$ cat src/rp_sysbus_pkg.sv
/*
 * Shared definitions for the system bus interconnect and the DAC summing stage.
 * Holds the bus word types, the address map of the configuration bank and the
 * per-region interrupt configuration words. Modules refer to these by scoped
 * names, e.g. rp_sysbus_pkg::sys_data_t.
 */
package rp_sysbus_pkg;

  // --------------------------------------------------
  // bus words and address map

  typedef logic [31:0] sys_addr_t;  // system bus address
  typedef logic [31:0] sys_data_t;  // system bus read word

  localparam int region_field_hi = 29;  // region field, 10 bits
  localparam int region_field_lo = 20;

  localparam logic [9:0]  sysconf_bank        = 10'h3ff;      // config bank region
  localparam sys_data_t   sysconf_id          = 32'hfff00002; // class fff, version 00002
  localparam logic [19:0] sysconf_id_ofs      = 20'hf0000;
  localparam logic [19:0] sysconf_regions_ofs = 20'hf0004;
  localparam logic [19:0] sysconf_irq_ofs     = 20'hf0100; // + 4 per region

  localparam int irq_lines   = 16;  // width of irq vector to the processor
  localparam int max_regions = 8;   // entries in the irq config table

  // --------------------------------------------------
  // interrupt configuration word

  typedef struct packed {
    logic [11:0] rsvd;    // reads as zero
    logic        en_l0;   // enable line 0
    logic        en_l1;
    logic        en_l2;
    logic        en_l3;
    logic [3:0]  num_l0;  // irq number for line 0
    logic [3:0]  num_l1;
    logic [3:0]  num_l2;
    logic [3:0]  num_l3;
  } irq_cfg_s;

  typedef union packed {
    sys_data_t raw;  // as returned on the bus
    irq_cfg_s  cfg;  // as decoded by the router
  } irq_cfg_u;

  // one word per region, only line 0 is ever enabled
  localparam irq_cfg_u irq_cfg_table [max_regions] = '{
    32'h0008_a000,  // region 0: line 0 -> irq 10
    32'h0008_4000,  // region 1: line 0 -> irq 4
    32'h0000_0000,
    32'h0000_0000,
    32'h0000_0000,
    32'h0000_0000,
    32'h0000_0000,
    32'h0000_0000
  };

endpackage

$ cat src/bus_decoder.sv
/*
 * System bus address decoder.
 * Splits the address region field into a one-hot region select and a separate
 * select for the configuration bank. The per-region write and read strobes are
 * the select gated with the bus enables. Purely combinational.
 */
`timescale 1ns/1ps

module bus_decoder #(
  parameter int num_regions_p = 8  // decoded regions
) (
  input  rp_sysbus_pkg::sys_addr_t  sys_addr_i,    // bus address
  input  logic                      sys_wen_i,     // bus write enable
  input  logic                      sys_ren_i,     // bus read enable
  output logic [num_regions_p-1:0]  region_cs_o,   // one-hot region select
  output logic                      sysconf_cs_o,  // config bank select
  output logic [num_regions_p-1:0]  region_wen_o,  // per-region write strobe
  output logic [num_regions_p-1:0]  region_ren_o   // per-region read strobe
);

  localparam int field_w_lp =
    rp_sysbus_pkg::region_field_hi - rp_sysbus_pkg::region_field_lo + 1;

  logic [field_w_lp-1:0] region_field;  // address bits 29:20

  assign region_field =
    sys_addr_i[rp_sysbus_pkg::region_field_hi:rp_sysbus_pkg::region_field_lo];

  // --------------------------------------------------
  // region and bank selects

  always_comb begin
    region_cs_o = '0;
    for (int r = 0; r < num_regions_p; r++) begin
      if (region_field == field_w_lp'(r)) begin
        region_cs_o[r] = 1'b1;  // at most one match
      end
    end
  end

  assign sysconf_cs_o = (region_field == rp_sysbus_pkg::sysconf_bank);  // top of map

  // --------------------------------------------------
  // strobes, zero whenever the bus is idle

  assign region_wen_o = region_cs_o & {num_regions_p{sys_wen_i}};
  assign region_ren_o = region_cs_o & {num_regions_p{sys_ren_i}};

endmodule

$ cat src/response_mux.sv
/*
 * Read channel multiplexer of the system bus.
 * Each bit line ORs the selected region's bit with the config bank's bit.
 * Regions at and above first_free_p have no block behind them and answer with
 * ack 1, err 0 and zero data. Nothing selected gives all zero.
 */
`timescale 1ns/1ps

module response_mux #(
  parameter int num_regions_p = 8,  // decoded regions
  parameter int first_free_p  = 6   // first region without a block
) (
  input  logic [num_regions_p-1:0]                     region_cs_i,
  input  logic                                         sysconf_cs_i,
  input  rp_sysbus_pkg::sys_data_t [first_free_p-1:0]  region_rdata_i,
  input  logic [first_free_p-1:0]                      region_ack_i,
  input  logic [first_free_p-1:0]                      region_err_i,
  input  rp_sysbus_pkg::sys_data_t                     sysconf_rdata_i,
  output rp_sysbus_pkg::sys_data_t                     sys_rdata_o,
  output logic                                         sys_ack_o,
  output logic                                         sys_err_o
);

  localparam int data_w_lp = $bits(rp_sysbus_pkg::sys_data_t);

  rp_sysbus_pkg::sys_data_t [num_regions_p-1:0] rdata_all;  // every region, filled
  logic [num_regions_p-1:0] ack_all;
  logic [num_regions_p-1:0] err_all;

  // --------------------------------------------------
  // mapped regions from ports, free ones fixed

  for (genvar r = 0; r < num_regions_p; r++) begin : g_region
    if (r < first_free_p) begin : g_mapped
      assign rdata_all[r] = region_rdata_i[r];
      assign ack_all[r]   = region_ack_i[r];
      assign err_all[r]   = region_err_i[r];
    end else begin : g_free
      assign rdata_all[r] = '0;    // reads as zero
      assign ack_all[r]   = 1'b1;  // never stalls the master
      assign err_all[r]   = 1'b0;
    end
  end

  // --------------------------------------------------
  // per bit line: gather bit b of all regions, mask by select

  for (genvar b = 0; b < data_w_lp; b++) begin : g_bit
    logic [num_regions_p-1:0] bit_line;  // bit b across regions
    for (genvar r = 0; r < num_regions_p; r++) begin : g_gather
      assign bit_line[r] = rdata_all[r][b];
    end
    assign sys_rdata_o[b] = |(region_cs_i & bit_line) | (sysconf_cs_i & sysconf_rdata_i[b]);
  end

  assign sys_ack_o = |(region_cs_i & ack_all) | sysconf_cs_i;  // bank always acks
  assign sys_err_o = |(region_cs_i & err_all);                 // bank never errs

endmodule

$ cat src/sysconf_rom.sv
/*
 * Read-only configuration bank of the system bus.
 * The driver reads the device ID, the number of regions and one interrupt
 * configuration word per region from here. Only the low 20 address bits are
 * decoded; the bank select itself comes from the bus decoder.
 */
`timescale 1ns/1ps

module sysconf_rom #(
  parameter int num_regions_p = 8  // regions reported to the driver
) (
  input  rp_sysbus_pkg::sys_addr_t  sys_addr_i,      // bus address
  output rp_sysbus_pkg::sys_data_t  sysconf_rdata_o  // bank read word
);

  localparam int ofs_w_lp = rp_sysbus_pkg::region_field_lo;  // 20 bit offset

  logic [ofs_w_lp-1:0] bank_ofs;  // offset within the bank

  assign bank_ofs = sys_addr_i[ofs_w_lp-1:0];  // region field ignored here

  // --------------------------------------------------
  // offset decode

  always_comb begin
    sysconf_rdata_o = '0;  // unused offsets read zero
    if (bank_ofs == rp_sysbus_pkg::sysconf_id_ofs) begin
      sysconf_rdata_o = rp_sysbus_pkg::sysconf_id;
    end else if (bank_ofs == rp_sysbus_pkg::sysconf_regions_ofs) begin
      sysconf_rdata_o = 32'(num_regions_p);  // region count
    end else begin
      // irq config words, 4 bytes apart
      for (int r = 0; r < num_regions_p; r++) begin
        if (bank_ofs == rp_sysbus_pkg::sysconf_irq_ofs + ofs_w_lp'(4 * r)) begin
          sysconf_rdata_o = rp_sysbus_pkg::irq_cfg_table[r].raw;
        end
      end
    end
  end

  /*
   * word layout, one per region:
   *   31..20 reserved
   *   19..16 enable for line 0, 1, 2, 3
   *   15..0  irq number of line 0 .. line 3, a nibble each
   */

endmodule

$ cat src/irq_router.sv
/*
 * Interrupt router between the bus regions and the processor.
 * Each mapped region drives its line-0 request onto the vector bit named in
 * its configuration word, if that line is enabled. Requests sharing a number
 * are ORed. The vector is registered, so it lags the requests by one cycle.
 */
`timescale 1ns/1ps

module irq_router #(
  parameter int num_regions_p = 8,  // decoded regions
  parameter int first_free_p  = 6   // regions with a block, and an irq
) (
  input  logic                                  adc_clk,
  input  logic                                  rst_i,        // sync, active high
  input  logic [first_free_p-1:0]               region_irq_i, // line 0 per region
  output logic [rp_sysbus_pkg::irq_lines-1:0]   irq_f2p_o     // to processor
);

  localparam int routed_lp = (first_free_p < num_regions_p) ? first_free_p : num_regions_p;

  logic [rp_sysbus_pkg::irq_lines-1:0] irq_next;  // routed, before the register

  // --------------------------------------------------
  // routing from the config table

  always_comb begin
    rp_sysbus_pkg::irq_cfg_u cfg_word;  // word of the current region
    cfg_word = '0;
    irq_next = '0;
    for (int r = 0; r < routed_lp; r++) begin
      cfg_word = rp_sysbus_pkg::irq_cfg_table[r];
      if (cfg_word.cfg.en_l0) begin  // lines 1..3 unused
        irq_next[cfg_word.cfg.num_l0] = irq_next[cfg_word.cfg.num_l0] | region_irq_i[r];
      end
    end
  end

  // --------------------------------------------------
  // output register

  always_ff @(posedge adc_clk) begin
    if (rst_i) begin
      irq_f2p_o <= '0;
    end else begin
      irq_f2p_o <= irq_next;  // one cycle behind the requests
    end
  end

endmodule

$ cat src/dac_mixer.sv
/*
 * One DAC channel: sum of the signal generator and controller samples.
 * The sum is one bit wider than the samples; its two top bits flag overflow
 * and the result is clamped to the full-scale code. Registered output, so
 * the DAC sample follows the inputs by one cycle.
 */
`timescale 1ns/1ps

module dac_mixer #(
  parameter int dac_width_p = 14  // DAC sample width
) (
  input  logic                           adc_clk,
  input  logic                           rst_i,    // sync, active high
  input  logic signed [dac_width_p-1:0]  gen_i,    // generator sample
  input  logic signed [dac_width_p-1:0]  ctrl_i,   // controller sample
  output logic signed [dac_width_p-1:0]  dac_o     // clamped sum
);

  localparam logic [dac_width_p-1:0] pos_max_lp = {1'b0, {(dac_width_p-1){1'b1}}};  // 0x1fff
  localparam logic [dac_width_p-1:0] neg_min_lp = {1'b1, {(dac_width_p-1){1'b0}}};  // 0x2000

  logic signed [dac_width_p:0]    sum;  // one guard bit
  logic signed [dac_width_p-1:0]  sat;  // clamped, before the register

  assign sum = gen_i + ctrl_i;  // sign extended by context

  // --------------------------------------------------
  // saturation on the two top bits

  always_comb begin
    case (sum[dac_width_p:dac_width_p-1])
      2'b01:   sat = pos_max_lp;  // pos. overflow
      2'b10:   sat = neg_min_lp;  // neg. overflow
      default: sat = sum[dac_width_p-1:0];
    endcase
  end

  always_ff @(posedge adc_clk) begin
    if (rst_i) begin
      dac_o <= '0;
    end else begin
      dac_o <= sat;
    end
  end

endmodule

$ cat src/rp_sysbus_top.sv
/*
 * Top level of the system bus interconnect and the DAC summing stage.
 * The bus master drives address and enables; the regions appear as ports.
 * Bus responses are combinational, the interrupt vector and the DAC samples
 * are registered once. Sets the parameters for all blocks below.
 */
`timescale 1ns/1ps

module rp_sysbus_top #(
  parameter int num_regions_p = 8,   // decoded regions
  parameter int first_free_p  = 6,   // first region without a block
  parameter int dac_width_p   = 14   // DAC sample width
) (
  input  logic                                         adc_clk,
  input  logic                                         rst_i,          // sync, active high

  // bus master
  input  rp_sysbus_pkg::sys_addr_t                     sys_addr_i,
  input  logic                                         sys_wen_i,
  input  logic                                         sys_ren_i,
  output rp_sysbus_pkg::sys_data_t                     sys_rdata_o,
  output logic                                         sys_ack_o,
  output logic                                         sys_err_o,

  // regions
  output logic [num_regions_p-1:0]                     region_wen_o,
  output logic [num_regions_p-1:0]                     region_ren_o,
  input  rp_sysbus_pkg::sys_data_t [first_free_p-1:0]  region_rdata_i,
  input  logic [first_free_p-1:0]                      region_ack_i,
  input  logic [first_free_p-1:0]                      region_err_i,
  input  logic [first_free_p-1:0]                      region_irq_i,

  // interrupts to the processor
  output logic [rp_sysbus_pkg::irq_lines-1:0]          irq_f2p_o,

  // DAC samples
  input  logic signed [dac_width_p-1:0]                asg_a_i,        // generator ch a
  input  logic signed [dac_width_p-1:0]                asg_b_i,        // generator ch b
  input  logic signed [dac_width_p-1:0]                pid_a_i,        // controller ch a
  input  logic signed [dac_width_p-1:0]                pid_b_i,        // controller ch b
  output logic signed [dac_width_p-1:0]                dac_a_o,
  output logic signed [dac_width_p-1:0]                dac_b_o
);

  logic [num_regions_p-1:0]  region_cs;      // one-hot region select
  logic                      sysconf_cs;     // config bank select
  rp_sysbus_pkg::sys_data_t  sysconf_rdata;  // bank word

  // --------------------------------------------------
  // system bus

  bus_decoder #(
    .num_regions_p (num_regions_p)
  ) u_bus_decoder (
    .sys_addr_i    (sys_addr_i),
    .sys_wen_i     (sys_wen_i),
    .sys_ren_i     (sys_ren_i),
    .region_cs_o   (region_cs),
    .sysconf_cs_o  (sysconf_cs),
    .region_wen_o  (region_wen_o),
    .region_ren_o  (region_ren_o)
  );

  sysconf_rom #(
    .num_regions_p   (num_regions_p)
  ) u_sysconf_rom (
    .sys_addr_i      (sys_addr_i),
    .sysconf_rdata_o (sysconf_rdata)
  );

  response_mux #(
    .num_regions_p   (num_regions_p),
    .first_free_p    (first_free_p)
  ) u_response_mux (
    .region_cs_i     (region_cs),
    .sysconf_cs_i    (sysconf_cs),
    .region_rdata_i  (region_rdata_i),
    .region_ack_i    (region_ack_i),
    .region_err_i    (region_err_i),
    .sysconf_rdata_i (sysconf_rdata),
    .sys_rdata_o     (sys_rdata_o),
    .sys_ack_o       (sys_ack_o),
    .sys_err_o       (sys_err_o)
  );

  // --------------------------------------------------
  // interrupts

  irq_router #(
    .num_regions_p (num_regions_p),
    .first_free_p  (first_free_p)
  ) u_irq_router (
    .adc_clk       (adc_clk),
    .rst_i         (rst_i),
    .region_irq_i  (region_irq_i),
    .irq_f2p_o     (irq_f2p_o)
  );

  // --------------------------------------------------
  // DAC summing, one mixer per channel

  dac_mixer #(
    .dac_width_p (dac_width_p)
  ) u_dac_mixer_a (
    .adc_clk     (adc_clk),
    .rst_i       (rst_i),
    .gen_i       (asg_a_i),
    .ctrl_i      (pid_a_i),
    .dac_o       (dac_a_o)
  );

  dac_mixer #(
    .dac_width_p (dac_width_p)
  ) u_dac_mixer_b (
    .adc_clk     (adc_clk),
    .rst_i       (rst_i),
    .gen_i       (asg_b_i),
    .ctrl_i      (pid_b_i),
    .dac_o       (dac_b_o)
  );

endmodule

$ cat config.mk
export PLATFORM = sky130hd
export DESIGN_NAME = rp_sysbus_top
export DESIGN_NICKNAME = d
export VERILOG_FILES = /design/src/rp_sysbus_pkg.sv /design/src/bus_decoder.sv /design/src/response_mux.sv /design/src/sysconf_rom.sv /design/src/irq_router.sv /design/src/dac_mixer.sv /design/src/rp_sysbus_top.sv
export SDC_FILE = /design/constraint.sdc
export NUM_CORES = 1
export LEC_CHECK = 0
export ABC_CLOCK_PERIOD_IN_PS = 5300
export BUFFER_PORTS_ARGS = -buffer_cell sky130_fd_sc_hd__clkbuf_2
export CORE_AREA = 4 4 151 153
export DETAILED_ROUTE_END_ITERATION = 16
export DIE_AREA = 0 0 155 157
export SYNTH_ARGS = -nofsm -noshare
export SYNTH_HDL_FRONTEND = slang
export SYNTH_HIERARCHICAL = 1
export SYNTH_SLANG_ARGS = --single-unit
$ cat constraint.sdc
create_clock -name adc_clk -period 5.3 [get_ports adc_clk]
set_input_delay 0.265 -clock adc_clk [delete_from_list [all_inputs] [get_ports adc_clk]]
set_output_delay 0.265 -clock adc_clk [all_outputs]
set_load 0.05 [all_outputs]
After elaboration in Yosys (flattened, before gate mapping)
Index checks and enable logic that the tools add are counted.

Flip-flop bits (word level): 44. Input port bits: 302. Output and inout port bits: 94.

Add/sub/neg operators: 2. Equality and inequality tests: 22. Muxes and demuxes: 20. Bitwise logic cells: 101. Reduce and logical (&&, ||, !) cells: 35.

Operators by type and width (number): OR reduction 8 bit (34); bitwise AND 8 x 6 -> 8 bit (33); equality test 20 bit (second input constant) (10); 2-to-1 mux 20 bit (8); 2-to-1 mux 32 bit (2); case mux 14 bit (2 select lines) (2); equality test 10 x 3 -> 1 bit (second input constant) (4); bitwise OR 1 bit (33); bitwise AND 1 bit (32); adder 14 x 14 -> 15 bit (2); bitwise AND 8 bit (3); equality test 10 x 2 -> 1 bit (second input constant) (2); equality test 10 x 1 -> 1 bit (second input constant) (1); equality test 10 bit (second input constant) (1); logical NOT 10 bit (1); 2-to-1 mux 1 bit (8); equality test 2 x 1 -> 1 bit (second input constant) (2); equality test 2 bit (second input constant) (2).

Logic depth before layout (Yosys ltp)
Gate-level depths: netlist of the first run.

Depth after elaboration: 13. Gate-level depth with buffers: 13.

Cells and area by module
The synthesis of the first run kept the hierarchy.

By module, submodules not included: dac_mixer (instances 2, cells each 148, area an instance 1202.4 µm², seq. area each 280.3 µm²); response_mux (instances 1, cells each 165, area an instance 1211.2 µm², seq. area each 0.0 µm²); sysconf_rom (instances 1, cells each 41, area an instance 302.8 µm², seq. area each 0.0 µm²); bus_decoder (instances 1, cells each 46, area an instance 296.5 µm², seq. area each 0.0 µm²); irq_router (instances 1, cells each 19, area an instance 161.4 µm², seq. area each 40.0 µm²).

Worst setup path before layout of the first run
OpenSTA, ideal clock, no wires.

Path type: input to output. From: in sys_addr_i[26]. To: out region_ren_o[0]. Arrival time: 2.601 ns. Data required time: 5.035 ns. Path slack: 2.434 ns. Stages: 4. Path buffers: 2. Path through: or4_4 -> buf_6 -> buf_6 -> nor4_1.

Word-level cells in the longest chain between the ends: 3.

Ends and longest elaborated chain: from (decl) (RTL line rp_sysbus_top.sv:18) `input rp_sysbus_pkg::sys_addr_t sys_addr_i,`; logical NOT 10 bit (RTL line bus_decoder.sv:35) `if (region_field == field_w_lp'(r)) begin`; 2-to-1 mux 1 bit (RTL line bus_decoder.sv:35); bitwise AND 8 bit (RTL line bus_decoder.sv:47) `assign region_ren_o = region_cs_o & {num_regions_p{sys_ren_i}};`; to (decl) (RTL line rp_sysbus_top.sv:27) `output logic [num_regions_p-1:0] region_ren_o,`.

Every way passes these cells.

Final worst setup path of the first run
From: in asg_a_i[0]. To: reg u_dac_mixer_a.dac_o[7].

Word-level cells in the longest chain between the ends: 3. Elaborated cells between the ends (all ways): 4.

Ends and longest elaborated chain: from (decl) (RTL line rp_sysbus_top.sv:37) `input logic signed [dac_width_p-1:0] asg_a_i,`; adder 14 x 14 -> 15 bit (*) (RTL line dac_mixer.sv:25) `assign sum = gen_i + ctrl_i;`; equality test 2 bit or equality test 2 x 1 -> 1 bit (tied branches) (RTL line dac_mixer.sv:31) `case (sum[dac_width_p:dac_width_p-1])`; case mux 14 bit (2 select lines) (*) (RTL line dac_mixer.sv:31); to (signal assigned) (RTL line dac_mixer.sv:42) `dac_o <= sat;`; to (decl) (RTL line dac_mixer.sv:16) `output logic signed [dac_width_p-1:0] dac_o`.

Every way passes the cells marked *; elsewhere a longest branch is shown, timed or not. A chain may end at the register's enable or synchronous reset.

==> impl_metrics.env, run 1 <==
export IMPL_antennaDiodeCount=0
export IMPL_final_util_pct=29.5
export IMPL_ys_warn_count=6
export IMPL_p_seq_share_pct=23.7
export IMPL_register_area_sq_um=601
export IMPL_start_util_pct=20.3
export IMPL_cp_data_arrival_time_ns=3.30
export IMPL_final_common_cell="clkbuf_2"
export IMPL_synth_edf_count=0
export IMPL_synth_area_leaders="dfxtp_1, a22oi_1, ha_1"
export IMPL_ant_nets=0
export IMPL_drive_above_1_share_pct=47.5
export IMPL_postSynthCellCount=567
export IMPL_grt_pass1_vias=5582
export IMPL_drt_first_pass_iters=7
export IMPL_mostFrequentLayoutCells="clkbuf_2, a22oi_1, nand3_1"
export IMPL_netlist_area_sq_um=4380
export IMPL_max_cap_violations=0
export IMPL_drt_iter0_drc=389
export IMPL_nets=1232
export IMPL_hold_depth=2
export IMPL_maxSlewViolCount=0
export IMPL_outcome="finished, final reports clean"
export IMPL_end_kind="flop"
export IMPL_cellPowerDensity_nw_per_um2=195
export IMPL_area_growth_pct=45.2
export IMPL_synth_top_cell_area_share_pct=13.7
export IMPL_cts_tree="done"
export IMPL_place_area_sq_um=6220
export IMPL_slowest_stage="or4_1"
export IMPL_hold_end="u_irq_router/irq_f2p_o[4]"
export IMPL_switching_share_pct=45.6
export IMPL_cts_max_level=2
export IMPL_routed_wl_mm=20.2
export IMPL_ys_ff_latch=30
export IMPL_die_area_sq_um=24300
export IMPL_core_area_sq_um=21600
export IMPL_clk_pin_slew_ns=0.05
export IMPL_p_leak_nw=3.23
export IMPL_worstPathCellList="clkbuf_2 -> ha_1 -> fa_1 -> a21oi_1 -> o211ai_1 -> a31oi_1 -> nor2b_1 -> o22ai_1 -> ha_1 -> nand2_1 -> or4_1 -> nand3_1"
export IMPL_p_int_mw=0.676
export IMPL_period_needed_ns=3.08
export IMPL_track_usage_pct=14.9
export IMPL_hp_class="input port to flop"
export IMPL_wire_per_inst_microns=17.2
export IMPL_gp_congestion=0.859
export IMPL_clockRootBuffer="clkbuf_16"
export IMPL_max_freq_mhz=325
export IMPL_yosysSeqAreaShare_pct=13.7
export IMPL_finalCritPeriodShare_pct=58.1
export IMPL_num_vias=5833
export IMPL_synth_main_ff_cell="dfxtp_1"
export IMPL_combPwrFrac_pct=54.8
export IMPL_cpMostUsedCell="ha_1"
export IMPL_antenna_found_initial=2
export IMPL_fp_dieW_microns=155
export IMPL_p_switching_mw=0.566
export IMPL_setup_viol=0
export IMPL_syn_area_per_cell_sq_um=7.72
export IMPL_hold_viol=0
export IMPL_power_mw=1.24
export IMPL_required_ns=5.52
export IMPL_die_y_microns=157
export IMPL_multiInputGateArea_sq_um=3260
export IMPL_grt_ovfl_total=0
export IMPL_viasPerCell=4.96
export IMPL_yosys_area_top_type="dfxtp_1"
export IMPL_hold_buffers=0
export IMPL_io_buffers=375
export IMPL_ys_async_sr_fraction_pct=0
export IMPL_hpwlAfterDp_mm=17.1
export IMPL_cts_setup_buffers=0
export IMPL_critPathMaxStageDelay_ns=0.54
export IMPL_synth_distinct_cells=53
export IMPL_final_area_sq_um=6360
export IMPL_grt_start_max_net_pins=35
export IMPL_num_rows=54
export IMPL_clkSinkCount=30
export IMPL_cts_buffers=5
export IMPL_hp_start="region_irq_i[1]"
export IMPL_nFillCells=2380
export IMPL_remaining_drc_errors=0
export IMPL_cp_max_fo=12
export IMPL_cts_buffer_depth=2
export IMPL_grt_pass1_wl_mm=29.2
export IMPL_worstMarginPinSlew_ns=0.905
export IMPL_ctsResizeCount=0
export IMPL_pwr_share_clk_pct=21.5
export IMPL_tns_ns=0
export IMPL_maxSlewHeadroom_pct=39.7
export IMPL_critPathKind="input port to flop"
export IMPL_rsz0062_at_grt="no"
export IMPL_io_pins=396
export IMPL_worst_ir_drop_vdd_mv=0.138
export IMPL_critPathLaunchType="input port"
[cells in the mapped netlist (8+ instances only)]
master / number
nand2_1: 27
nor2_1: 8
nor3b_1: 10
a222oi_1: 32
buf_2: 21
xor2_1: 12
nand2b_1: 10
dfxtp_1: 30
a21oi_1: 32
ha_1: 32
buf_4: 41
o21ai_0: 16
buf_6: 11
a22oi_1: 70
nor4_1: 29
clkbuf_1: 10
nand3_1: 49
nand4_1: 8
inv_1: 19
[worst max-delay path: cells and delay by family]
family                     cells  cell delay (ns)
AOI/OAI and AO/OA              4             0.91
adders and majority gates      3             1.00
buffers and inverters          1             0.08
and+or+nand+nor                4             1.04
[cell families (layout without fill, tap and decap cells)]
kind of cell               Yosys count  count (layout)  share of synthesized area (%)
and+or+nand+nor                    183             183                           24.5
AOI/OAI and AO/OA                  196             196                           33.2
xor gates and xnor gates            16              16                           3.20
DFF                                 30              30                           13.7
adders and majority gates           34              34                           10.1
other                                2              28                          0.172
buffers and inverters              106             409                           15.2
[power by group through the flow]
stage	Combinational [mW]	Clock, mW	Sequential (mW)
floorplan	0.280	0	0.488
detailed placement	0.681	0	0.299
global route	0.736	0.283	0.299
finish	0.681	0.268	0.294
global placement	0.677	0	0.298
CTS	0.683	0.275	0.294
[stage by stage]
stage | hold slack [ns] | setup WS (ns) | cells
finish | 0.204 | 2.22 | 1176
global route | 0.221 | 2.03 | 1176
CTS | 0.204 | 2.21 | 1176
detailed placement | 0.483 | 1.93 | 1169
global placement | 0.481 | 1.98 | 1169
floorplan | 0.337 | 2.43 | 593
[layer usage]
metal	vias to the layer above	wire length, microns	track usage (%)
met1	2647	7880	18.2
li1	2840	-	-
met3	35	1980	3.33
met4	0	513	4.84
met2	311	9810	26.1
met5	-	0	0
[registers in the layout (all words and copies together) (netlist names)]
register	count
u_dac_mixer_a/dac_o	14
u_irq_router/irq_f2p_o	2
u_dac_mixer_b/dac_o	14
[layout make-up]
| class | count | share of cell area [%] |
|---|---|---|
| Inverter | 19 | 1.12 |
| Clock inverter | 2 | 0.157 |
| Multi-Input combinational cell | 457 | 51.3 |
| Clock buffer | 5 | 1.97 |
| Timing Repair Buffer | 383 | 30.5 |
| Tap cell | 280 | 5.51 |
| Sequential cell | 30 | 9.45 |
[worst max-delay path by stage]
stage	startpoint	end	slack, ns	cells past startpoint
2_1_floorplan	sys_addr_i[26]	region_ren_o[0]	2.43	4
6_report	asg_a_i[0]	u_dac_mixer_a/dac_o[7]	2.22	12
4_1_cts	asg_a_i[0]	u_dac_mixer_a/dac_o[7]	2.21	12
5_1_grt	asg_a_i[0]	u_dac_mixer_a/dac_o[7]	2.03	12
3_3_place_gp	asg_a_i[0]	u_dac_mixer_a/dac_o[7]	1.98	12
3_5_place_dp	asg_a_i[0]	u_dac_mixer_a/dac_o[7]	1.93	12
(Power assumes the default switching activity.)
==> inputs of run 2 (changes only) <==
Settings changed: ABC_CLOCK_PERIOD_IN_PS 5300 to 3200, CORE_AREA 4 4 151 153 to 4 4 152 154, DIE_AREA 0 0 155 157 to 0 0 156 158.
Clock period 5.3 ns to 3.2 ns, I/O delays scaled along.
==> run 2 against run 1 <==
Sequential share of layout area down 0.34 points. Sequential power up 66%. Hold slack got worse by 0.11 ns. Die area rose by 1.3%. Non-clock buffer count up 9. Critical endpoint is now u_dac_mixer_b/dac_o[7].
==> impl_metrics.env, run 2 (synthesized netlist as in run 1, its figures left out) <==
export IMPL_outcome="finished, final reports clean"
export IMPL_cts_max_level=2
export IMPL_critPathLaunchType="input port"
export IMPL_hold_depth=2
export IMPL_clockRootBuffer="clkbuf_16"
export IMPL_cts_buffers=5
export IMPL_antenna_found_initial=3
export IMPL_reg_top3="u_dac_mixer_a/dac_o (14), u_dac_mixer_b/dac_o (14), u_irq_router/irq_f2p_o (2)"
export IMPL_critPathKind="input port to flop"
export IMPL_pre_cts_ws_ns=0.294
export IMPL_drt_first_pass_iters=6
export IMPL_grt_pass1_vias=5566
export IMPL_cp_max_fo=6
export IMPL_core_area_sq_um=21700
export IMPL_hp_start="region_irq_i[1]"
export IMPL_track_usage_pct=14.2
export IMPL_die_area_sq_um=24600
export IMPL_worst_ir_drop_vdd_mv=0.239
export IMPL_clkSinkCount=30
export IMPL_num_rows=54
export IMPL_cpMostUsedCell="ha_1"
export IMPL_end_kind="flop"
export IMPL_max_freq_mhz=375
export IMPL_hp_class="input port to flop"
export IMPL_period_needed_ns=2.67
export IMPL_worstMarginPinSlew_ns=0.913
export IMPL_tns_ns=0
export IMPL_instances_no_fill=1187
export IMPL_io_pins=396
export IMPL_cts_buffer_depth=2
export IMPL_final_area_sq_um=6590
export IMPL_cts_tree="done"
export IMPL_startpoint="asg_b_i[0]"
export IMPL_nets=1241
export IMPL_maxSlewViolCount=0
export IMPL_grt_pass1_wl_mm=28.6
export IMPL_ctsResizeCount=0
export IMPL_maxSlewHeadroom_pct=39.1
export IMPL_p_leak_nw=3.33
export IMPL_num_vias=5839
export IMPL_final_util_pct=30.4
export IMPL_nFillCells=2398
export IMPL_place_area_sq_um=6390
export IMPL_setup_slack_ns=0.532
export IMPL_hold_buffers=0
export IMPL_cellPowerDensity_nw_per_um2=349
export IMPL_critPathMaxStageDelay_ns=0.40
export IMPL_fp_dieW_microns=156
export IMPL_viasPerCell=4.92
export IMPL_grt_ovfl_total=0
export IMPL_die_y_microns=158
export IMPL_io_buffers=375
export IMPL_grt_start_max_net_pins=35
export IMPL_rsz0062_at_grt="no"
export IMPL_drive_above_1_share_pct=48.1
export IMPL_wire_per_inst_microns=16.8
export IMPL_finalCritPeriodShare_pct=83.4
export IMPL_gp_congestion=0.835
export IMPL_final_common_cell="clkbuf_2"
export IMPL_hold_viol=0
export IMPL_cts_setup_buffers=0
export IMPL_power_mw=2.30
export IMPL_setup_viol=0
export IMPL_cp_data_arrival_time_ns=2.89
export IMPL_hold_ws_ns=0.0988
export IMPL_area_growth_pct=50.6
export IMPL_clk_pin_slew_ns=0.05
export IMPL_slowest_stage="fa_1"
export IMPL_mostFrequentLayoutCells="clkbuf_2, a22oi_1, nand3_1"
export IMPL_ant_nets=0
export IMPL_worstPathCellList="clkbuf_2 -> ha_1 -> fa_1 -> a21oi_1 -> o211ai_1 -> a31oi_1 -> nor2b_1 -> o22ai_1 -> ha_1 -> buf_4 -> nand2b_1 -> nor2_1 -> nor3_1 -> nand3_1"
export IMPL_required_ns=3.42
export IMPL_routed_wl_mm=19.9
export IMPL_placed_cells=1178
export IMPL_hpwlAfterDp_mm=16.8
export IMPL_remaining_drc_errors=0
export IMPL_drt_iter0_drc=349
export IMPL_max_cap_violations=0
export IMPL_start_util_pct=20.2
==> run 2: cell count changes in the layout (fill, tap and decap cells not counted) <==
cell | before | now
buf_4 | 8 | 15
clkbuf_2 | 375 | 370
buf_12 | 0 | 7
diode_2 | 0 | 1
bufinv_16 | 0 | 2
clkinv_2 | 2 | 0
clkbuf_8 | 0 | 1
==> run 2: area by class of cell <==
type	count	area, sq um	share of cell area (%)
clock buffer	6	139	2.11
timing repair buffer	392	2100	31.9
sequential	30	601	9.11
antenna	1	2.50	0.0380
multi-input combinational	457	3260	49.5
clock inverter	2	60.1	0.911
inverter	19	71.3	1.08
tap	280	350	5.32
==> run 2: report_power, final <==
group / total, mW / switching (mW) / internal, mW
combinational: 1.16 / 0.757 / 0.408
clock: 0.643 / 0.176 / 0.467
sequential: 0.489 / 0.0258 / 0.463
total: 2.30 / 0.959 / 1.34
==> run 2: worst paths after layout <==
check                                   end  slack, ns
hold / removal    u_irq_router/irq_f2p_o[4]        0.1
setup / recovery     u_dac_mixer_b/dac_o[7]       0.53
==> run 2: critical path: cells and delay by family <==
kind	cells	cell delay [ns]
adder cells (fa/ha/maj)	3	0.90
AO/OA/AOI/OAI	4	0.84
AND/OR/NAND/NOR	5	0.73
buffers and inverters	2	0.25
==> run 2: layer usage <==
layer  track usage [%]  share of wire, %  up-vias
li1                  -                 -     2864
met1              17.0                38     2642
met2              25.3                50      303
met3              3.36               9.6       26
met4              4.38               2.1        4
met5                 0              0.14        -
